### src/design/corr_data_pkg.sv
`default_nettype none

package corr_data_pkg;

    typedef logic signed [15:0] sample_t;   // input sample
    typedef logic signed [15:0] coef_t;     // tap coefficient
    typedef logic signed [47:0] prod_t;     // multiplier slice output width
    typedef logic signed [47:0] corr_t;     // correlation sum

    // pipeline depths seen from the data path
    localparam int MULT_LAT = 4;            // a1/b1, a2/b2, m, p
    localparam int SUM_LAT  = 2;            // adder tree then compare

    // correlator result as seen at the top level
    typedef struct packed {
        logic  valid;                       // one pulse per accepted sample
        corr_t value;                       // signed correlation
        logic  peak;                        // value above threshold
    } corr_out_t;                           // 50 bits

endpackage

`default_nettype wire

### src/design/tap_mult.sv
`timescale 1ns/1ps
`default_nettype none

module tap_mult
(
    input  logic                      clk,
    input  logic                      arst_n,

    input  corr_data_pkg::sample_t    a,           // tap sample
    input  corr_data_pkg::coef_t      b,           // coefficient, sampled at stage one
    input  logic                      in_valid,
    output corr_data_pkg::prod_t      p,           // a * b after MULT_LAT cycles
    output logic                      out_valid
);

localparam int LAT = corr_data_pkg::MULT_LAT;

logic signed [29:0]   a1_r, a2_r;                  // a port width of the slice
logic signed [17:0]   b1_r, b2_r;                  // b port width of the slice
corr_data_pkg::prod_t m_r;                         // product register
corr_data_pkg::prod_t p_r;                         // output register
logic [LAT-1:0]       vld_sr;                      // valid alongside the data

// data pipeline, operands widened on entry
always_ff @(posedge clk) begin
    a1_r <= {{14{a[15]}}, a};
    b1_r <= {{2{b[15]}}, b};
    a2_r <= a1_r;                                  // second input stage
    b2_r <= b1_r;
    m_r  <= a2_r * b2_r;                           // signed, evaluated at 48 bits
    p_r  <= m_r;
end

// one valid bit per stage, up to four products in flight
always_ff @(posedge clk or negedge arst_n) begin
    if (!arst_n) begin
        vld_sr <= '0;
    end else begin
        vld_sr <= {vld_sr[LAT-2:0], in_valid};
    end
end

assign p         = p_r;
assign out_valid = vld_sr[LAT-1];

endmodule

`default_nettype wire

### config.mk
export PLATFORM = sky130hd
export DESIGN_NAME = tap_mult
export DESIGN_NICKNAME = d
export VERILOG_FILES = /design/src/design/corr_data_pkg.sv /design/src/design/tap_mult.sv
export SDC_FILE = /design/constraint.sdc
export NUM_CORES = 1
export LEC_CHECK = 0
export BUFFER_PORTS_ARGS = -buffer_cell sky130_fd_sc_hd__buf_2
export CAP_MARGIN = 5
export CORE_MARGIN = 10
export CORE_UTILIZATION = 57
export DETAILED_ROUTE_END_ITERATION = 12
export HOLD_SLACK_MARGIN = 0.1
export PLACE_DENSITY_LB_ADDON = 0.2
export SYNTH_ARGS = -nofsm -noshare
export SYNTH_HDL_FRONTEND = slang
export SYNTH_SLANG_ARGS = --single-unit
### constraint.sdc
create_clock -name clk -period 5.4 [get_ports clk]
set_input_delay 0 -clock clk [delete_from_list [all_inputs] [get_ports clk]]
set_output_delay 0 -clock clk [all_outputs]
set_load 0.02 [all_outputs]
==> flow_summary_export.csv <==
group,metric,value,unit
synth,ys_seq_area_share,20.6,%
final_layout,antennaDiodeCount,0,
global_route,track_usage,22.7,%
die,start_util,58.6,%
setup_path,critPathSlowestCell,"fa_1",
synth,syn_area,12900,µm²
cts,cts_buffer_depth,2,
die,coreArea,22000,µm²
die,ios,84,
drt,num_vias,9363,
placed_design,gp_congestion,0.907,
setup_path,worstPathMaxFanout,7,
final_layout,final_common_cell,"inv_1",
final_layout,synthToLayoutAreaGrowth,26.3,%
global_route,grt_pass1_vias,10500,
timing,finalSetupTns,-2.08,ns
cts,cts_tree,"yes",
outcome,status,"finished with violations",
drt,top_layer,"met4",
timing,drv_slew,0,
cts,path_clk_slew,0.07,ns
global_route,gr-total-overflow,0,
drt,drtIter0Drc,511,
timing,final_hold_viol_count,0,
setup_path,setup.worst_path.end,"m_r[19]",
global_route,grt_pass1_wl,51.3,mm
timing,fmax,176,MHz
final_layout,nets,1913,
placed_design,io_buffers,83,
synth,ys_ff_latch,132,
timing,whs,0.183,ns
setup_path,criticalPathCategory,"reg2reg",
final_layout,drive_above_1_share,26.4,%
setup_path,r2r_cells,22,
global_route,grt_max_degree,18,
drt,drc,0,
timing,period_share,105,%
cts,cts_buffers,17,
outcome,violations,"setup timing",
worst_hold_path,hold_path_depth,2,
cts,h-tree-depth,4,
synth,synth-edff-count,0,
die,die_area,29000,µm²
setup_path,cp-startpoint,"b2_r[5]",
synth,ys_types,49,
global_route,antenna_found_initial,0,
die,die_h,170,µm
setup_path,cpMostUsedCell,"fa_1",
timing,setup_viol,12,
die,fp.dieW,170,µm
setup_path,max_stage_delay,0.51,ns
synth,syn_nets,1664,
timing,timing.final.ws_setup,-0.269,ns
job,cap_violations,0,
setup_path,crit_chain,"buf_8 -> and2_4 -> fa_1 -> inv_1 -> fa_1 -> fa_1 -> inv_1 -> fa_1 -> fa_1 -> inv_1 -> fa_1 -> inv_2 -> ha_4 -> o211ai_1 -> a21o_1 -> buf_4 -> a211oi_2 -> buf_4 -> o31ai_4 -> a21oi_2 -> mux2i_1 -> o2111ai_1",
drt,routed-wl-met2,16.7,mm
worst_hold_path,holdCritPathClass,"in2reg",
synth,ys_async_sr_fraction,3.03,%
drt,wirelength,31.6,mm
timing,rsz0062_at_grt,"yes",
timing,post-route-min-period,5.67,ns
cts,cts.sinks,132,
setup_path,crit_path_end_kind,"flip-flop",
cts,clockRootBuffer,"clkbuf_16",
drt,wl_met1,11.6,mm
placed_design,dp_hpwl,23.6,mm
synth,ys.flop_type,"dfxtp_1",
synth,synth_warnings,0,
setup_path,r2r_end,"m_r[19]",
setup_path,timing.rr.start,"b2_r[5]",
drt,drt_first_pass_iters,7,
timing,clock_skew,0.0164,ns
drt,post_drt_via_cell_ratio,5.12,
final_layout,final_cell_mix,"inv_1, fa_1, buf_4, nand2_1, and2_1",
setup_path,critPathLaunchType,"flip-flop",
timing,relSlewSlack,73.4,%
synth,avgSynthCellArea,10.0,µm²
setup_path,cp.required,5.71,ns
setup_path,regToRegSetupSlack,-0.27,ns
die,num_rows,54,
timing,tightestPinTransition,0.399,ns
drt,wl_met3,1.81,mm
synth,syn_inst,1285,
drt,wl_per_cell,17.3,µm
setup_path,critPathArrivalTime,5.98,ns
cts,clock_latency,0.45,ns
drt,ant_nets,0,
what timing repair did:
item / in CTS / in global routing
endpoints found under the setup margin: 18 / 17
setup buffers: 15 / 24
hold buffers: 35 / 0
pin swaps: 38 / 61
gates resized for setup: 81 / 68
hold endpoints to repair: 37 / 0
final cells by class:
| class | instances | area [µm²] |
|---|---|---|
| Clock buffer | 17 | 425 |
| Timing Repair Buffer | 282 | 2140 |
| Inverter | 317 | 1190 |
| Tap cell | 280 | 350 |
| Clock inverter | 15 | 210 |
| Sequential cell | 132 | 2740 |
| Multi-Input combinational cell | 784 | 9230 |
| Fill cell | 1526 | 5740 |
Yosys cell counts, types with 2 or more instances:
cell       count  area [µm²]
nor3_1         2        10.0
a2111oi_4      2        55.1
xor2_1         8        70.1
nor2_1        33         124
a21o_2         4        35.0
o31a_1         2        17.5
a21o_1        10        75.1
a211oi_1       4        30.0
o21ai_0       14        70.1
ha_1          82        1030
o31ai_1        4        30.0
nand2_1      137         514
inv_1        317        1190
a311o_1        2        20.0
nor2b_1        2        12.5
nor3b_1        4        30.0
clkbuf_1      34         128
dfxtp_1      128        2560
xnor2_1       23         201
a21oi_1       24         120
nand2b_1       7        43.8
and2_1       120         751
dfrtp_1        4         100
nand4_1        2        12.5
a31oi_1        3        18.8
nand3_1        8        40.0
o211ai_1       3        22.5
buf_4         17         128
mux2i_1        2        20.0
nand3b_1       2        15.0
o21a_1         2        15.0
fa_1         262        5250
cells by family after synthesis:
logic type                 after synthesis  share of synthesized area [%]
AOI/OAI and AO/OA                       83                           4.74
xor gates and xnor gates                31                           2.10
adders and majority gates              344                           48.6
buffers and inverters                  369                           11.3
DFF                                    132                           20.6
muxes                                    2                          0.155
and+or+nand+nor                        324                           12.5
routing by layer:
metal	up-vias	track usage, %
met5	-	0
met4	0	10.5
met3	102	3.66
met2	339	41.9
met1	4672	25.0
li1	4250	-
per-stage QoR:
stage | util [%] | std cells | instance area, µm² | setup slack, ns
2_1_floorplan | - | 1285 | 13100 | 0.00209
4_1_cts | 72.4 | 1812 | 15900 | -0.210
3_5_place_dp | 66.4 | 1730 | 14600 | -0.627
3_3_place_gp | 66.4 | 1730 | 14600 | -0.548
5_1_grt | 73.9 | 1827 | 16300 | -0.403
6_report | 73.9 | 1827 | 16300 | -0.269
worst max-delay path: cells and delay by family (launching register included):
family	cells	cell delay, ns
mux	1	0.21
simple gates	1	0.16
compound gates	6	0.90
fa+ha+maj	7	3.19
flops	1	0.40
buf+inv	7	0.67
flip-flops by register name, indices dropped and copies added, names as in the netlist:
register  count
vld_sr        4
b1_r         16
m_r          32
a2_r         16
b2_r         16
p            32
a1_r         16
worst min-delay path by stage:
stage	start	end
floorplan	arst_n	vld_sr[0]
global placement	arst_n	vld_sr[3]
detailed placement	arst_n	vld_sr[3]
CTS	b[7]	b1_r[7]
global route	a[12]	a1_r[12]
finish	b[7]	b1_r[7]
Power is not shown: default switching activity piles up to over one toggle a cycle in this logic, so the estimate is an artifact.
