[src/design/corr_data_pkg.sv]
`default_nettype none

package corr_data_pkg;

    typedef logic signed [15:0] sample_t;   // input sample
    typedef logic signed [15:0] coef_t;     // tap coefficient
    typedef logic signed [47:0] prod_t;     // multiplier slice output width
    typedef logic signed [47:0] corr_t;     // correlation sum

    // pipeline depths seen from the data path
    localparam int MULT_LAT = 4;            // a1/b1, a2/b2, m, p
    localparam int SUM_LAT  = 2;            // adder tree then compare

    // correlator result as seen at the top level
    typedef struct packed {
        logic  valid;                       // one pulse per accepted sample
        corr_t value;                       // signed correlation
        logic  peak;                        // value above threshold
    } corr_out_t;                           // 50 bits

endpackage

`default_nettype wire

[src/design/corr_cfg_pkg.sv]
`default_nettype none

package corr_cfg_pkg;

    typedef logic [3:0]  cfg_addr_t;        // register address
    typedef logic [31:0] cfg_data_t;        // write data word

    // coefficients sit at 0 .. NUM_TAPS-1, threshold at the top of the map
    localparam cfg_addr_t THRESH_ADDR = cfg_addr_t'(15);

    typedef struct packed {
        logic      en;                      // single cycle write strobe
        cfg_addr_t addr;
        cfg_data_t data;
    } cfg_wr_t;

endpackage

`default_nettype wire

[src/design/coef_regs.sv]
`timescale 1ns/1ps
`default_nettype none

module coef_regs #(
    parameter int NUM_TAPS = 8                          // number of coefficient registers
)
(
    input  logic                                  clk,
    input  logic                                  arst_n,

    input  corr_cfg_pkg::cfg_wr_t                 cfg,     // write port
    output corr_data_pkg::coef_t [NUM_TAPS-1:0]   coefs,   // to the multipliers
    output corr_data_pkg::corr_t                  thresh   // to the peak compare
);

corr_data_pkg::coef_t [NUM_TAPS-1:0] coef_r;           // coefficient bank
corr_data_pkg::corr_t                thresh_r;         // sign extended threshold

// coefficient bank, low half of the data word is kept
always_ff @(posedge clk or negedge arst_n) begin
    if (!arst_n) begin
        coef_r <= '0;                                   // all taps start at zero
    end else if (cfg.en) begin
        for (int i = 0; i < NUM_TAPS; i++) begin
            if (cfg.addr == corr_cfg_pkg::cfg_addr_t'(i)) begin
                coef_r[i] <= corr_data_pkg::coef_t'(cfg.data[15:0]);
            end
        end
    end
end

// threshold register
always_ff @(posedge clk or negedge arst_n) begin
    if (!arst_n) begin
        thresh_r <= '0;
    end else if (cfg.en && (cfg.addr == corr_cfg_pkg::THRESH_ADDR)) begin
        thresh_r <= {{16{cfg.data[31]}}, cfg.data};     // 32 -> 48 sign extension
    end
end

// addresses between NUM_TAPS and 14 match nothing and are dropped

assign coefs  = coef_r;
assign thresh = thresh_r;

endmodule

`default_nettype wire

[config.mk]
export PLATFORM = sky130hd
export DESIGN_NAME = coef_regs
export DESIGN_NICKNAME = d
export VERILOG_FILES = /design/src/design/corr_data_pkg.sv /design/src/design/corr_cfg_pkg.sv /design/src/design/coef_regs.sv
export SDC_FILE = /design/constraint.sdc
export NUM_CORES = 1
export LEC_CHECK = 0
export BUFFER_PORTS_ARGS = -buffer_cell sky130_fd_sc_hd__buf_2
export CAP_MARGIN = 30
export CORE_AREA = 2 2 116 118
export CTS_CLUSTER_SIZE = 24
export DETAILED_ROUTE_END_ITERATION = 10
export DIE_AREA = 0 0 118 120
export GPL_TIMING_DRIVEN = 0
export PLACE_DENSITY_LB_ADDON = 0.25
export SLEW_MARGIN = 40
export SYNTH_ARGS = -nofsm -noshare
export SYNTH_HDL_FRONTEND = slang
export SYNTH_SLANG_ARGS = --single-unit
export TNS_END_PERCENT = 30
[constraint.sdc]
create_clock -name clk -period 1.6 [get_ports clk]
set_input_delay 0.32 -clock clk [delete_from_list [all_inputs] [get_ports clk]]
set_output_delay 0.32 -clock clk [all_outputs]
set_load 0.01 [all_outputs]
==> results by group, run 1 <==
STA
  • Final setup vio count: 0
  • PnR worst setup slack: roughly 0.057 ns
  • RSZ-0062 raised after global routing: yes
  • FMAX: 648.0 MHz
  • Relative slew margins: 0.6873
  • Setup TNS: 0 ns
  • Actual slew at the worst max-slew pin: 0.4686 ns
  • Crit share post-route: 0.9645
  • Minimum clock period: 1.543 ns
  • Hold slack final: 0.1138 ns
  • Pins Over Slew Limit: 0
  • Final hold violations: 0
  • Clock skew: 0 ns

Power
  • Maximum vdd drop: 0.8344 mV
  • Flop pwr share: 0.422
  • PnR Total Power: 12.98 mW
  • Sw Share: 0.2670
  • Total net switching power: ~3.5 mW
  • Leak: 4.251 nW
  • Power per cell area: 1563 mW/mm2
  • Clock Power Share: 0.344
  • Logic pwr share: 0.234
  • Power Internal: 9.514 mW

Placed design
  • Dpl hpwl: between 10000 and 15000 um
  • Routability Congestion: 0.7771
  • Port bufs: approximately 210
  • Setup WS pre-CTS: -0.2469 ns

Drt
  • Initial DRC Count: 97
  • Avg WL per Cell: 18.59 um
  • # DRC: 0
  • Vias: just under 4000
  • TritonRoute pass-1 iters: 4
  • Post-Route WL: 14650 um
  • Via-per-instance ratio: approximately 5.0
  • Detail Route Antenna Nets: 0

Floorplanning
  • IO Pins: about 220
  • Die ar.: approximately 0.014 mm2
  • Die outline width: 118 um
  • Starting density of the core: 0.4842
  • Num rows: between 40 and 50
  • Die height: around 120 um
  • Core box area: 0.01298 mm2

Synth
  • Post-synth top cells: 160 x dfrtp_1, 130 x mux2_2, 20 x mux2_4
  • Yosys warns: 0
  • Most common cell in the synthesized netlist: dfrtp_1
  • Number of synthesized flops with an enable pin: 0
  • Post-synthesis sequential area ratio: 0.6371
  • Top cells by area, synth: dfrtp_1 64%, mux2_2 23%, mux2_4 4.8%, buf_4 2.2%, mux2_1 1.8%
  • Synth top area share: 0.6371
  • Syn_area_per_cell: 17.17 um2
  • Ys async rst share: 1.000
  • Top FF cell, synth: dfrtp_1
  • Post-Syn Area: 0.006285 mm2
  • Synth cell types: 19
  • Seq cells post-synth: 160
  • Mapped Cells: 366
  • Area leader, netlist: dfrtp_1
  • Syn nets: around 410

Cells and area
  • Share of layout cells above drive strength 1: 0.7124
  • Ant. Diodes: 0
  • Final core utilization: 0.6398
  • Final #Nets: approximately 640
  • Layout area overhead: 32.13%

Critical path
  • Slowest stage delay, CP: 0.51 ns
  • Crit-path slowest cell: dfrtp_2
  • Crit. End Element: output port
  • Critical Path RT: 1.28 ns
  • R2r setup slk: 0.68 ns
  • Crit-path max FO: 18
  • Crit path cell chain: buf_4 > buf_2
  • CP Launch Type: register
  • CP arrival: 1.22 ns
  • Crit Path Category: reg -> out

Clock tree
  • Clk Latency, worst-skew pair: 0.42 ns
  • Htree depth: 4
  • Setup Buffers After CTS: 0
  • CTS max path bufs: 2
  • Root Driver: clkbuf_16
  • Sink Count: 160
  • TritonCTS clock tree: built
  • Clock-pin slew on the worst setup and hold paths: 0.06 ns
  • TritonCTS Buffers: 17

Global routing
  • Overall routing resource usage: 0.2135
  • Initial antenna violation count: 0
  • Vias in the first global route: slightly above 4000
  • First-pass GRT wire length: 22890 um
  • Largest net degree at the start of global routing: a little over 70
  • GR Overflow Total: 0

Min path
  • Worst min path class: in -> reg

Run
  • Max Cap Viol: 0

Outcome
  • Outcome: completed
## through the flow
stage | instances | cell area, um2
CTS | 788 | 8304
global placement | 754 | 7566
finish | 788 | 8304
floorplan | 366 | 6285
global route | 788 | 8304
detailed placement | 756 | 7631
## power by group through the flow
stage | Combinational, mW | Clock, mW | Sequential [mW]
after floorplan | 1.11 | 0 | 5.98
after detailed placement | 3.08 | 0 | 5.54
final | 3.04 | 4.46 | 5.47
after global routing | 3.25 | 4.72 | 5.59
after CTS | 3.09 | 4.56 | 5.48
after global placement | 2.99 | 0 | 5.48
## path summary, 6_finish.rpt
check	startpoint	end	cells past startpoint
max	thresh[31]$_DFFE_PN0P_	thresh[37]	2
min	cfg[25]	thresh[25]$_DFFE_PN0P_	2
max reg2reg	thresh[31]$_DFFE_PN0P_	thresh[31]$_DFFE_PN0P_	1
min reg2reg	thresh[28]$_DFFE_PN0P_	thresh[28]$_DFFE_PN0P_	1
max in group asynchronous	arst_n	coefs[17]$_DFFE_PN0P_	4
min in group asynchronous	arst_n	coefs[40]$_DFFE_PN0P_	2
## placed cells by master, fill, tap and decap left out, drive strengths merged
master       instances
dfrtp              160
or2                  1
mux2               160
dlygate4sd3          1
buf                245
clkinvlp             1
nand3b               3
nor2                 2
nor3b                3
and3                 1
nand2b               1
nand2                2
clkinv               4
nand3                1
clkbuf              22
bufinv               5
## timing repair
item | 4_1_cts | 5_1_grt
endpoints found under the setup margin | 17 | 8
hold buffers | 1 | 0
endpoints found under the hold margin | 23 | 0
gates resized for setup | 1 | 0
## registers in the layout, indices dropped and copies added, names as in the netlist
| register | cells |
|---|---|
| coefs | 128 |
| thresh | 32 |
## per-layer routing
layer / up-vias / GRT usage / share of wire
met5: - / 0 / 0
met4: 0 / 0.08283 / 0.021
met3: 28 / 0.07510 / 0.063
met2: 125 / 0.3601 / 0.51
met1: 2032 / 0.2517 / 0.41
li1: 1750 / - / -
## worst max-delay path: cells and delay by family, from the launching register on
family | cells | cell delay [ns]
buffers and inverters | 2 | 0.30
DFF | 1 | 0.51
## logic make-up (layout without fill, tap and decap cells)
group | Yosys count | in the layout | share of synthesized area
flops | 160 | 160 | 0.6371
mux | 160 | 160 | 0.2986
simple gates | 14 | 14 | 0.02270
buf+inv | 32 | 278 | 0.04161
## final cells by class
class / instances / area [um2]
plain buffers: 32 / 261.5
clock buffers: 21 / 480.5
clock inverters: 10 / 181.4
fillers: 1034 / 4676
multi-input cells: 174 / 2019
flip-flops and latches: 160 / 4005
well taps: 176 / 220.2
repair buffers: 215 / 1136
No activity file was read; power rests on OpenSTA's default activity.
==> run 2, diff against run 1 <==
--- a/config.mk
+++ b/config.mk
@@ -12,6 +12,7 @@
 export DETAILED_ROUTE_END_ITERATION = 10
 export DIE_AREA = 0 0 118 120
 export GPL_TIMING_DRIVEN = 0
+export MAX_ROUTING_LAYER = met4
 export PLACE_DENSITY_LB_ADDON = 0.25
 export SLEW_MARGIN = 40
 export SYNTH_ARGS = -nofsm -noshare
==> results by group, run 2 (synthesized netlist as in run 1, its figures left out) <==
Power
  • Power Internal: 9.514 mW (about the same)
  • Total net switching power: 3.469 mW (was 3.465 mW)
  • Leak: 4.251 nW (unchanged)
  • Clock Power Share: 0.344 (about the same)
  • Maximum vdd drop: 0.8342 mV (was 0.8344 mV)
  • PnR Total Power: 12.98 mW (about the same)
  • Sw Share: 0.2672 (was 0.2670)
  • Power per cell area: 1563 mW/mm2 (about the same)
  • Flop pwr share: 0.422 (about the same)
  • Logic pwr share: 0.234 (about the same)

Clock tree
  • TritonCTS Buffers: 17 (unchanged)
  • Htree depth: 4 (unchanged)
  • CTS max path bufs: 2 (unchanged)
  • Clock-pin slew on the worst setup and hold paths: 0.06 ns (about the same)
  • Setup Buffers After CTS: 0 (unchanged)
  • TritonCTS clock tree: built (unchanged)
  • Root Driver: clkbuf_16 (unchanged)
  • Sink Count: 160 (unchanged)
  • Clk Latency, worst-skew pair: 0.42 ns (about the same)

STA
  • Relative slew margins: 0.6829 (was 0.6873)
  • Minimum clock period: 1.547 ns (was 1.543 ns)
  • Final setup vio count: 0 (unchanged)
  • Clock skew: 0 ns (unchanged)
  • Pins Over Slew Limit: 0 (unchanged)
  • RSZ-0062 raised after global routing: yes (unchanged)
  • Crit share post-route: 0.9669 (was 0.9645)
  • Actual slew at the worst max-slew pin: 0.4752 ns (was 0.4686 ns)
  • FMAX: 646.4 MHz (was 648.0 MHz)
  • Hold slack final: 0.1142 ns (was 0.1138 ns)
  • Final hold violations: 0 (unchanged)

Min path
  • Worst min path class: in -> reg (unchanged)

Drt
  • Post-Route WL: 14680 um (was 14650 um)
  • Via-per-instance ratio: 5.016 (was 4.994)
  • # DRC: 0 (unchanged)
  • Initial DRC Count: 100 (was 97)
  • Vias: 3953 (was 3935)
  • TritonRoute pass-1 iters: 4 (unchanged)
  • Avg WL per Cell: 18.63 um (was 18.59 um)
  • Detail Route Antenna Nets: 0 (unchanged)

Cells and area
  • Layout area overhead: 32.13% (unchanged)
  • Fill cells: 1034 (unchanged)
  • Most frequent cells in the layout: 215 x buf_2, 159 x dfrtp_1, 130 x mux2_2 (unchanged)
  • Max reg flops: 128 (unchanged)
  • Final #Nets: 639 (unchanged)
  • Ant. Diodes: 0 (unchanged)
  • Final core utilization: 0.6398 (unchanged)
  • Commonest non-fill, non-tap cell in the layout: buf_2 (unchanged)
  • Non-Filler Instances: 788 (unchanged)
  • Share of layout cells above drive strength 1: 0.7124 (unchanged)

Global routing
  • GR Overflow Total: 0 (unchanged)
  • Initial antenna violation count: 0 (unchanged)
  • Overall routing resource usage: 0.2201 (was 0.2135)
  • Vias in the first global route: 4164 (was 4156)
  • First-pass GRT wire length: 22910 um (was 22890 um)
  • Largest net degree at the start of global routing: 71 (unchanged)

Critical path
  • Crit Path Category: reg -> out (unchanged)
  • Crit. End Element: output port (unchanged)
  • Slowest stage delay, CP: 0.51 ns (about the same)
  • CP Launch Type: register (unchanged)
  • Crit path cell chain: buf_4 > buf_2 (unchanged)
  • Critical Path RT: 1.28 ns (about the same)
  • Crit-path max FO: 18 (unchanged)
  • Crit-path slowest cell: dfrtp_2 (unchanged)
  • CP arrival: 1.23 ns (was 1.22 ns)

Floorplanning
  • Die height: 120 um (unchanged)
  • Starting density of the core: 0.4842 (unchanged)
  • Num rows: 42 (unchanged)
  • IO Pins: 215 (unchanged)
  • Die ar.: 0.01416 mm2 (unchanged)
  • Die outline width: 118 um (unchanged)
  • Core box area: 0.01298 mm2 (unchanged)

Placed design
  • Dpl hpwl: 10250 um (unchanged)
  • DP Cell Count: 756 (unchanged)
  • Port bufs: 212 (unchanged)
  • Routability Congestion: 0.7877 (was 0.7771)

Run
  • Max Cap Viol: 0 (unchanged)

Outcome
  • Outcome: completed (unchanged)
==> run 2: repair_timing <==
| action | CTS | global route |
|---|---|---|
| hold buffers | 1 | 0 |
| endpoints found under the hold margin | 23 | 0 |
| gates resized for setup | 1 | 0 |
| endpoints found under the setup margin | 17 | 8 |
==> run 2: metal layers <==
layer | GRT usage | wire, um
met3 | 0.06606 | 757
met5 | - | 0
met2 | 0.3590 | 7451
met1 | 0.2597 | 6139
met4 | 0.08283 | 335
==> run 2: power by group through the flow <==
stage               Combinational (mW)  Sequential, mW  Clock, mW
finish                            3.04            5.47       4.47
global route                      3.25            5.59       4.72
CTS                               3.09            5.48       4.56
detailed placement                3.08            5.54          0
global placement                  2.99            5.48          0
floorplan                         1.11            5.98          0
==> run 2: cell type report <==
type / instances / area, um2 / area share
tap: 176 / 220.2 / 0.02652
multi-input combinational: 174 / 2019 / 0.2432
clock inverter: 10 / 181.4 / 0.02185
buffer: 32 / 261.5 / 0.03149
timing repair buffer: 215 / 1136 / 0.1368
clock buffer: 21 / 480.5 / 0.05786
sequential: 160 / 4005 / 0.4823
==> run 2: worst paths after layout <==
check,start,end,slack [ns],cells past startpoint
setup / recovery,thresh[31]$_DFFE_PN0P_,thresh[37],0.05,2
hold / removal,cfg[25],thresh[25]$_DFFE_PN0P_,0.11,2
setup reg to reg,thresh[31]$_DFFE_PN0P_,thresh[31]$_DFFE_PN0P_,0.68,1
hold reg to reg,thresh[28]$_DFFE_PN0P_,thresh[28]$_DFFE_PN0P_,0.48,1
max in group asynchronous,arst_n,coefs[17]$_DFFE_PN0P_,0.31,4
min in group asynchronous,arst_n,coefs[40]$_DFFE_PN0P_,0.32,2
==> run 2: metrics by stage <==
stage               worst slack [ns]  TNS [ns]  cell area, um2
finish                       0.05304         0            8304
CTS                          0.03354         0            8304
global route               -0.006840  -0.02739            8304
global placement              -2.005   -327.85            7566
detailed placement           -0.2469    -12.26            7631
floorplan                    0.09994         0            6285
==> run 2: worst max-delay path: cells and delay by family (launching register included) <==
kind     cells  cell delay [ns]
buf+inv      2             0.30
flops        1             0.51
