## src/design/corr_data_pkg.sv

```systemverilog
`default_nettype none

package corr_data_pkg;

    typedef logic signed [15:0] sample_t;   // input sample
    typedef logic signed [15:0] coef_t;     // tap coefficient
    typedef logic signed [47:0] prod_t;     // multiplier slice output width
    typedef logic signed [47:0] corr_t;     // correlation sum

    // pipeline depths seen from the data path
    localparam int MULT_LAT = 4;            // a1/b1, a2/b2, m, p
    localparam int SUM_LAT  = 2;            // adder tree then compare

    // correlator result as seen at the top level
    typedef struct packed {
        logic  valid;                       // one pulse per accepted sample
        corr_t value;                       // signed correlation
        logic  peak;                        // value above threshold
    } corr_out_t;                           // 50 bits

endpackage

`default_nettype wire

```

## src/design/corr_sum.sv

```systemverilog
`timescale 1ns/1ps
`default_nettype none

module corr_sum #(
    parameter int NUM_TAPS = 8                             // number of products to add
)
(
    input  logic                                  clk,
    input  logic                                  arst_n,

    input  corr_data_pkg::prod_t [NUM_TAPS-1:0]   prods,        // one product per tap
    input  logic                                  prods_valid,  // from tap 0
    input  corr_data_pkg::corr_t                  thresh,       // peak threshold
    output corr_data_pkg::corr_out_t              corr          // result with flags
);

localparam int LAT = corr_data_pkg::SUM_LAT;

corr_data_pkg::corr_t sum_c;                               // combinational adder
corr_data_pkg::corr_t sum_r;                               // stage one
corr_data_pkg::corr_t value_r;                             // stage two
logic                 peak_r;                              // stage two compare
logic [LAT-1:0]       vld_sr;                              // [0] stage one, top is output

// adder over all taps, wraps modulo 2^48
always_comb begin
    sum_c = '0;
    for (int i = 0; i < NUM_TAPS; i++) begin
        sum_c = sum_c + prods[i];
    end
end

// stage one registers the sum
always_ff @(posedge clk) begin
    sum_r <= sum_c;
end

// stage two holds the value
always_ff @(posedge clk) begin
    value_r <= sum_r;
end

always_ff @(posedge clk or negedge arst_n) begin
    if (!arst_n) begin
        vld_sr <= '0;
        peak_r <= 1'b0;
    end else begin
        vld_sr <= {vld_sr[LAT-2:0], prods_valid};          // valid through both stages
        peak_r <= vld_sr[0] && (sum_r > thresh);           // signed compare, qualified
    end
end

// pack the output struct
assign corr = '{
    valid: vld_sr[LAT-1],
    value: value_r,
    peak:  peak_r
};

endmodule

`default_nettype wire

```

## config.mk

```make
export PLATFORM = sky130hd
export DESIGN_NAME = corr_sum
export DESIGN_NICKNAME = d
export VERILOG_FILES = /design/src/design/corr_data_pkg.sv /design/src/design/corr_sum.sv
export SDC_FILE = /design/constraint.sdc
export NUM_CORES = 1
export LEC_CHECK = 0
export BUFFER_PORTS_ARGS = -buffer_cell sky130_fd_sc_hd__clkbuf_2
export CAP_MARGIN = 10
export CORE_AREA = 3 3 189 191
export DETAILED_ROUTE_END_ITERATION = 8
export DIE_AREA = 0 0 192 194
export PLACE_DENSITY = 0.69
export SLEW_MARGIN = 40
export SYNTH_ARGS = -nofsm -noshare
export SYNTH_HDL_FRONTEND = slang
export SYNTH_SLANG_ARGS = --single-unit
```

## constraint.sdc

```tcl
create_clock -name clk -period 7.75 [get_ports clk]
set_input_delay 0.3875 -clock clk [delete_from_list [all_inputs] [get_ports clk]]
set_output_delay 0.3875 -clock clk [all_outputs]
set_load 0.1 [all_outputs]
```

==> results of run 1 <==
==> logic make-up (layout without fill, tap and decap cells) <==
family,after synthesis,count (layout),share of synthesized area
buffers and inverters,597,1082,0.1676
xor gates and xnor gates,56,56,0.03652
DFF,99,99,0.1487
AOI/OAI and AO/OA,187,187,0.08506
adders and majority gates,375,375,0.5053
other,0,2,0
and+or+nand+nor,158,158,0.05683
==> per-layer routing <==
layer / part of all wire / vias to the layer above / track usage
met5: 0 / - / 0
met3: 0.071 / 63 / 0.03616
met1: 0.38 / 5147 / 0.2140
met4: 0.031 / 0 / 0.05963
met2: 0.52 / 409 / 0.3605
li1: - / 5210 / -
==> Yosys cell counts, drive strengths merged, types with 5 or more instances <==
library cell  number  share of area
ha                96          0.089
o31ai              5         0.0028
a21oi             71          0.026
nor2              38          0.011
nand3             11         0.0041
dfxtp             96           0.14
xor2              16          0.010
inv              582           0.16
xnor2             40          0.026
nand2             54          0.015
a21o              26          0.015
o21ai             44          0.016
fa               279           0.42
o211ai             7         0.0039
nor2b             11         0.0051
nand4             15         0.0070
clkbuf            11         0.0031
nand2b             9         0.0042
nor3               5         0.0019
a31oi              6         0.0028
==> through the flow <==
| stage | power [uW] | setup WS (ps) | area, um2 | hold slack [ps] | utilization |
|---|---|---|---|---|---|
| 2_1_floorplan | 6251 | 3078 | 13430 | 91.91 | - |
| 3_3_place_gp | 7730 | 2059 | 16360 | 206.2 | 0.4770 |
| 3_5_place_dp | 7834 | 1949 | 16360 | 205.9 | 0.4770 |
| 4_1_cts | 8331 | 2309 | 16650 | 152.8 | 0.4856 |
| 5_1_grt | 9197 | 1935 | 16650 | 150.9 | 0.4857 |
| 6_report | 8283 | 2427 | 16650 | 171.7 | 0.4857 |
==> path summary, 6_finish.rpt <==
kind / from / to / depth (start not counted)
worst min register to register: sum_r[5]$_DFF_P_ / value_r[5]$_DFF_P_ / 0
worst max register to register: sum_r[47]$_DFF_P_ / peak_r$_DFF_PN0_ / 9
worst max-delay path: prods[146] / sum_r[46]$_DFF_P_ / 19
max in group asynchronous: arst_n / peak_r$_DFF_PN0_ / 2
worst min-delay path: prods_valid / vld_sr[0]$_DFF_PN0_ / 1
min in group asynchronous: arst_n / vld_sr[1]$_DFF_PN0_ / 2
==> cell type report <==
type / instances / area (um2)
antenna: 2 / 5.005
clock buffer: 10 / 239.0
clock inverter: 5 / 45.04
fill: 3263 / 17630
inverter: 582 / 2185
multi-input combinational: 776 / 9183
sequential: 99 / 1997
tap: 455 / 569.3
timing repair buffer: 485 / 2432
==> state kept, by name, summed over array words and instances (netlist names) <==
signal / cells
value_r: 48
vld_sr: 2
peak_r: 1
sum_r: 48
==> power by group through the flow <==
stage               Combinational, uW  Clock (uW)  Sequential [uW]
floorplan                        4320           0             1930
global placement                 6690           0             1040
detailed placement               6800           0             1040
CTS                              6840         463             1030
global route                     7670         482             1050
finish                           6820         444             1020
==> insert_results.sql, run 1 <==
INSERT INTO impl_metrics (metric_group, metric, value, unit) VALUES
('global_routing', 'grt_antenna_before_repair', '1', ''),
('critical_path', 'family_of_cells_with_the_greatest_summed_delay_on_the_critical_path', 'adder cells', ''),
('timing', 'setup_tns', '0', 'ps'),
('critical_path', 'worstPathMaxFanout', '4', ''),
('clock_tree', 'tritoncts_clock_tree', 'done', ''),
('global_routing', 'via_count_of_the_first_global_routing_pass', '11990', ''),
('layout', 'area.growth.synth_to_final', '24.01', '%'),
('critical_path', 'cp.arrival', '5540', 'ps'),
('critical_path', 'critPathKind', 'in2reg', ''),
('timing', 'finalCritPeriodShare', '0.6868', ''),
('synth', 'synth.yosys.warnings', '0', ''),
('detailed_routing', 'postRouteWirelength', '35.07', 'mm'),
('timing', 'timing.final.setup_violations', '0', ''),
('synth', 'synthDistinctLibCells', '54', ''),
('detailed_routing', 'via_count', '10830', ''),
('floorplan', 'die_area', '0.03725', 'mm2'),
('timing', 'timing.final.max_slew_violations', '0', ''),
('synth', 'ys_seq_elements', '99', ''),
('min_path', 'worst_hold_path_type', 'in2reg', ''),
('flow_run', 'cap_viol_max_count', '0', ''),
('power', 'p_comb_frac', '0.823', ''),
('power', 'vdd.ir_drop.worst', '0.2415', 'mV'),
('clock_tree', 'root_buffer', 'clkbuf_16', ''),
('detailed_routing', 'route.detailed.wl_per_inst', '14.53', 'um'),
('power', 'power.share.clock', '0.054', ''),
('timing', 'final_period_minus_worst_setup_slack', '5323', 'ps'),
('synth', 'ys_seq_area_frac', '0.1487', ''),
('floorplan', 'chipHeight', '194', 'um'),
('detailed_routing', 'post-route-drc-count', '0', ''),
('critical_path', 'crit_chain', 'clkbuf_2, fa_1, inv_1, fa_1, fa_1, fa_1, inv_1, ha_1, inv_1, fa_1, nand2b_1, a21oi_1, o21bai_1, a2111oi_0, o21ai_1, o21ai_1, o21ai_1, nand3_1, o211ai_1', ''),
('detailed_routing', 'dr.pass1.iters', '5', ''),
('timing', 'clock-skew-final', '8.905', 'ps'),
('placement', 'placed_cells', '2396', ''),
('clock_tree', 'clock_sink_count', '99', ''),
('timing', 'rsz_0062_raised_after_global_routing', 'false', ''),
('power', 'switch_share', '0.5687', ''),
('critical_path', 'maximum_cell_stage_delay_along_the_critical_path', '680', 'ps'),
('timing', 'achievable-frequency', '187.9', 'MHz'),
('critical_path', 'worst-r2r-setup-slack', '4580', 'ps'),
('detailed_routing', 'detailed_route_iter0_violations', '515', ''),
('placement', 'port_buf_inserts', '484', ''),
('synth', 'dominantRegCellSynth', 'dfxtp_1', ''),
('timing', 'timing.slew.headroom', '0.5214', ''),
('synth', 'number_of_flops_mapped_to_enable_cells_by_yosys', '0', ''),
('critical_path', 'critPathMostFrequentCell', 'fa_1', ''),
('floorplan', 'floorplan.die.width', '192', 'um'),
('clock_tree', 'tritoncts.num_buffers', '9', ''),
('synth', 'async_flop_share', '0.03030', ''),
('global_routing', 'grt_pass1_wl', '56.50', 'mm'),
('critical_path', 'req_time_crit_path', '7970', 'ps'),
('floorplan', 'core.rowCount', '68', ''),
('power', 'internal_power_component', '3573', 'uW'),
('timing', 'timing_worst_slew_pin_value', '699.9', 'ps'),
('layout', 'highest_count_cells_in_the_layout_ignoring_fill_and_taps', 'inv_1 (582), clkbuf_2 (484), fa_1 (279), ha_1 (96), dfxtp_1 (96)', ''),
('placement', 'place_congestion', '0.8754', ''),
('timing', 'final_count_of_hold_timing_violations', '0', ''),
('clock_tree', 'cts_resized', '0', ''),
('layout', 'final_common_cell', 'inv_1', ''),
('power', 'powerDensity', '497.4', 'mW/mm2'),
('run_status', 'status', 'completed', ''),
('power', 'p_leak', '0.009779', 'uW'),
('synth', 'post_synth_inst_count', '1472', ''),
('critical_path', 'cp-start-kind', 'input port', ''),
('clock_tree', 'ctsHoldBuffers', '1', ''),
('layout', 'final_layout_size_suffix_gt1_frac', '0.2586', ''),
('synth', 'mapped_nets', '2282', ''),
('power', 'net-switching-power', '4711', 'uW'),
('global_routing', 'pin_count_of_the_biggest_net_entering_global_routing', '18', ''),
('floorplan', 'placeable_core_region', '0.03429', 'mm2'),
('clock_tree', 'clock_latency_of_the_later_clocked_register_in_the_worst_skew_pair', '350', 'ps'),
('global_routing', 'globalRouteOverflowTotal', '0', '');
No activity file was read; power rests on OpenSTA's default activity.
==> run 2, diff against run 1 <==
==> constraint.sdc (replaced) <==
create_clock -name clk -period 5.5 [get_ports clk]
set_input_delay 0.275 -clock clk [delete_from_list [all_inputs] [get_ports clk]]
set_output_delay 0.275 -clock clk [all_outputs]
set_load 0.1 [all_outputs]
==> run 2 against run 1 <==
  * Via count barely moved
  * Clock power is 37% higher
  * Global-route usage is 0.077 points higher
  * Setup slack got worse by 2000 ps
  * Critical path depth grew 2
  * Total power grew 42%
  * Combinational power rose by 43%
  * Wire length is 0.85% higher
  * Non-clock buffer count grew 7
==> insert_results.sql, run 2 (synthesized netlist as in run 1, its figures left out) <==
INSERT INTO impl_metrics (metric_group, metric, value, unit) VALUES
('run_status', 'status', 'completed', ''),
('clock_tree', 'clockBufferDepth', '2', ''),
('critical_path', 'worst-r2r-setup-slack', '2330', 'ps'),
('critical_path', 'cp.arrival', '5300', 'ps'),
('global_routing', 'global_route_usage_sum', '0.1916', ''),
('timing', 'setup_tns', '0', 'ps'),
('floorplan', 'floorplan.die.width', '192', 'um'),
('detailed_routing', 'postRouteWirelength', '35.36', 'mm'),
('min_path', 'hold_path.startpoint', 'prods_valid', ''),
('layout', 'layout_top_registers', 'sum_r x48, value_r x48, vld_sr x2', ''),
('timing', 'timing.final.setup_violations', '0', ''),
('floorplan', 'placeable_core_region', '0.03429', 'mm2'),
('clock_tree', 'clock_sink_count', '99', ''),
('global_routing', 'pin_count_of_the_biggest_net_entering_global_routing', '18', ''),
('detailed_routing', 'post-route-drc-count', '0', ''),
('timing', 'finalCritPeriodShare', '0.9233', ''),
('global_routing', 'via_count_of_the_first_global_routing_pass', '12140', ''),
('critical_path', 'critPathKind', 'in2reg', ''),
('floorplan', 'initial_utilization', '0.3917', ''),
('critical_path', 'r2r-end', 'peak_r$_DFF_PN0_', ''),
('critical_path', 'crit_path_top_delay_cell', 'fa_1', ''),
('floorplan', 'core.rowCount', '68', ''),
('timing', 'achievable-frequency', '196.9', 'MHz'),
('power', 'powerDensity', '707.0', 'mW/mm2'),
('min_path', 'hold_depth', '1', ''),
('layout', 'area.growth.synth_to_final', '24.29', '%'),
('layout', 'fillers', '3271', ''),
('timing', 'rsz_0062_raised_after_global_routing', 'false', ''),
('global_routing', 'globalRouteOverflowTotal', '0', ''),
('flow_run', 'cap_viol_max_count', '0', ''),
('power', 'internal_power_component', '5138', 'uW'),
('power', 'net-switching-power', '6663', 'uW'),
('power', 'p_leak', '0.009806', 'uW'),
('power', 'p_comb_frac', '0.827', ''),
('detailed_routing', 'avgViaCountPerCell', '4.475', ''),
('floorplan', 'floorplan.io_pins', '485', ''),
('power', 'switch_share', '0.5646', ''),
('clock_tree', 'root_buffer', 'clkbuf_16', ''),
('layout', 'final_layout_size_suffix_gt1_frac', '0.2612', ''),
('placement', 'detailedPlacementHpwl', '33.11', 'mm'),
('critical_path', 'critPathMostFrequentCell', 'fa_1', ''),
('power', 'vdd.ir_drop.worst', '0.3829', 'mV'),
('clock_tree', 'tritoncts_clock_tree', 'done', ''),
('timing', 'final_count_of_hold_timing_violations', '0', ''),
('critical_path', 'crit_chain', 'clkbuf_2, fa_1, inv_1, fa_1, fa_1, fa_1, inv_1, ha_1, inv_1, fa_1, nand2b_1, a21oi_1, o21bai_1, a2111oi_0, buf_4, o21ai_1, o21ai_1, buf_4, o21ai_1, nand3_1, o211ai_1', ''),
('critical_path', 'worstPathMaxFanout', '4', ''),
('critical_path', 'r2r-start', 'sum_r[47]$_DFF_P_', ''),
('timing', 'timing.slew.headroom', '0.5901', ''),
('clock_tree', 'ctsHtreeMaxLevel', '3', ''),
('detailed_routing', 'route.detailed.wl_per_inst', '14.62', 'um'),
('floorplan', 'chipHeight', '194', 'um'),
('layout', 'final_common_cell', 'inv_1', ''),
('placement', 'port_buf_inserts', '484', ''),
('critical_path', 'reg2reg_depth', '10', ''),
('placement', 'postPlaceCellArea', '0.01641', 'mm2'),
('min_path', 'hold_end', 'vld_sr[0]$_DFF_PN0_', ''),
('detailed_routing', 'dr.pass1.iters', '4', ''),
('detailed_routing', 'final_antenna_net_count', '0', ''),
('timing', 'clock-skew-final', '8.622', 'ps'),
('power', 'power.share.sequential', '0.121', ''),
('global_routing', 'grt_pass1_wl', '56.66', 'mm'),
('floorplan', 'die_area', '0.03725', 'mm2'),
('clock_tree', 'cts.repair_timing.setup_buffer_count', '0', ''),
('clock_tree', 'tritoncts.num_buffers', '9', ''),
('global_routing', 'grt_antenna_before_repair', '2', ''),
('clock_tree', 'clock_latency_of_the_later_clocked_register_in_the_worst_skew_pair', '350', 'ps'),
('timing', 'final_period_minus_worst_setup_slack', '5078', 'ps'),
('layout', 'final_cell_area', '0.01669', 'mm2'),
('detailed_routing', 'via_count', '10830', ''),
('layout', 'diodes', '0', ''),
('timing', 'timing.final.max_slew_violations', '0', ''),
('layout', 'final_net_count', '2770', ''),
('critical_path', 'critical_path.endpoint_type', 'register', ''),
('critical_path', 'maximum_cell_stage_delay_along_the_critical_path', '550', 'ps'),
('clock_tree', 'cts_resized', '0', ''),
('timing', 'finalHoldWorstSlack', '55.37', 'ps'),
('min_path', 'worst_hold_path_type', 'in2reg', ''),
('clock_tree', 'cts.clk_slew.worst_paths', '70', 'ps'),
('detailed_routing', 'detailed_route_iter0_violations', '401', ''),
('critical_path', 'cp-start-kind', 'input port', ''),
('layout', 'highest_count_cells_in_the_layout_ignoring_fill_and_taps', 'inv_1 (582), clkbuf_2 (484), fa_1 (279), ha_1 (96), dfxtp_1 (96)', ''),
('power', 'power.share.clock', '0.052', ''),
('timing', 'timing_worst_slew_pin_value', '617.5', 'ps'),
('power', 'power', '11800', 'uW'),
('critical_path', 'req_time_crit_path', '5720', 'ps'),
('placement', 'place_congestion', '0.8623', '');
## run 2: changes by cell type in the layout (fill, tap and decap cells not counted)
cell | before | now
inv_6 | 3 | 2
diode_2 | 2 | 0
clkinv_2 | 0 | 1
buf_4 | 0 | 7
clkbuf_8 | 1 | 0
clkinvlp_4 | 1 | 2
## run 2: power by group through the flow
stage | Combinational, uW | Clock (uW) | Sequential, uW
floorplan | 6090 | 0 | 2710
global placement | 9610 | 0 | 1450
detailed placement | 9730 | 0 | 1460
CTS | 9790 | 638 | 1450
global route | 10900 | 664 | 1470
finish | 9760 | 610 | 1430
## run 2: critical path: cells and delay by family
kind	cells	cell delay (ps)
AOI/OAI and AO/OA	7	1510
and+or+nand+nor	2	290
buffers and inverters	6	630
adders and majority gates	6	2590
## run 2: metal layers
| layer | wire, um | track usage | vias up |
|---|---|---|---|
| li1 | - | - | 5220 |
| met4 | 882 | 0.04776 | 4 |
| met1 | 12980 | 0.2110 | 5152 |
| met2 | 18760 | 0.3675 | 390 |
| met5 | 27 | 0 | - |
| met3 | 2715 | 0.04285 | 59 |
## run 2: what timing repair did
item	4_1_cts	5_1_grt
hold endpoints to repair	3	0
setup endpoints to repair	0	0
hold buffers	1	0
## run 2: worst max path at each step
stage / startpoint / endpoint / cells past startpoint
detailed placement: prods[146] / sum_r[46]$_DFF_P_ / 21
CTS: prods[146] / sum_r[46]$_DFF_P_ / 21
global route: prods[146] / sum_r[46]$_DFF_P_ / 21
finish: prods[146] / sum_r[46]$_DFF_P_ / 21
global placement: prods[146] / sum_r[46]$_DFF_P_ / 21
floorplan: prods[146] / sum_r[46]$_DFF_P_ / 18
## run 2: per-stage QoR
step,worst slack (ps),util,std cells
2_1_floorplan,940.2,-,1472
3_3_place_gp,62.96,0.4785,2403
3_5_place_dp,19.35,0.4785,2403
4_1_cts,368.4,0.4868,2419
5_1_grt,58.96,0.4868,2419
6_report,421.7,0.4868,2419
## run 2: layout make-up
cell class / instances / area (um2) / area share
multi-input combinational: 776 / 9183 / 0.5501
clock inverter: 6 / 48.80 / 0.002923
clock buffer: 9 / 225.2 / 0.01349
sequential: 99 / 1997 / 0.1196
inverter: 582 / 2185 / 0.1309
timing repair buffer: 492 / 2485 / 0.1489
tap: 455 / 569.3 / 0.03411
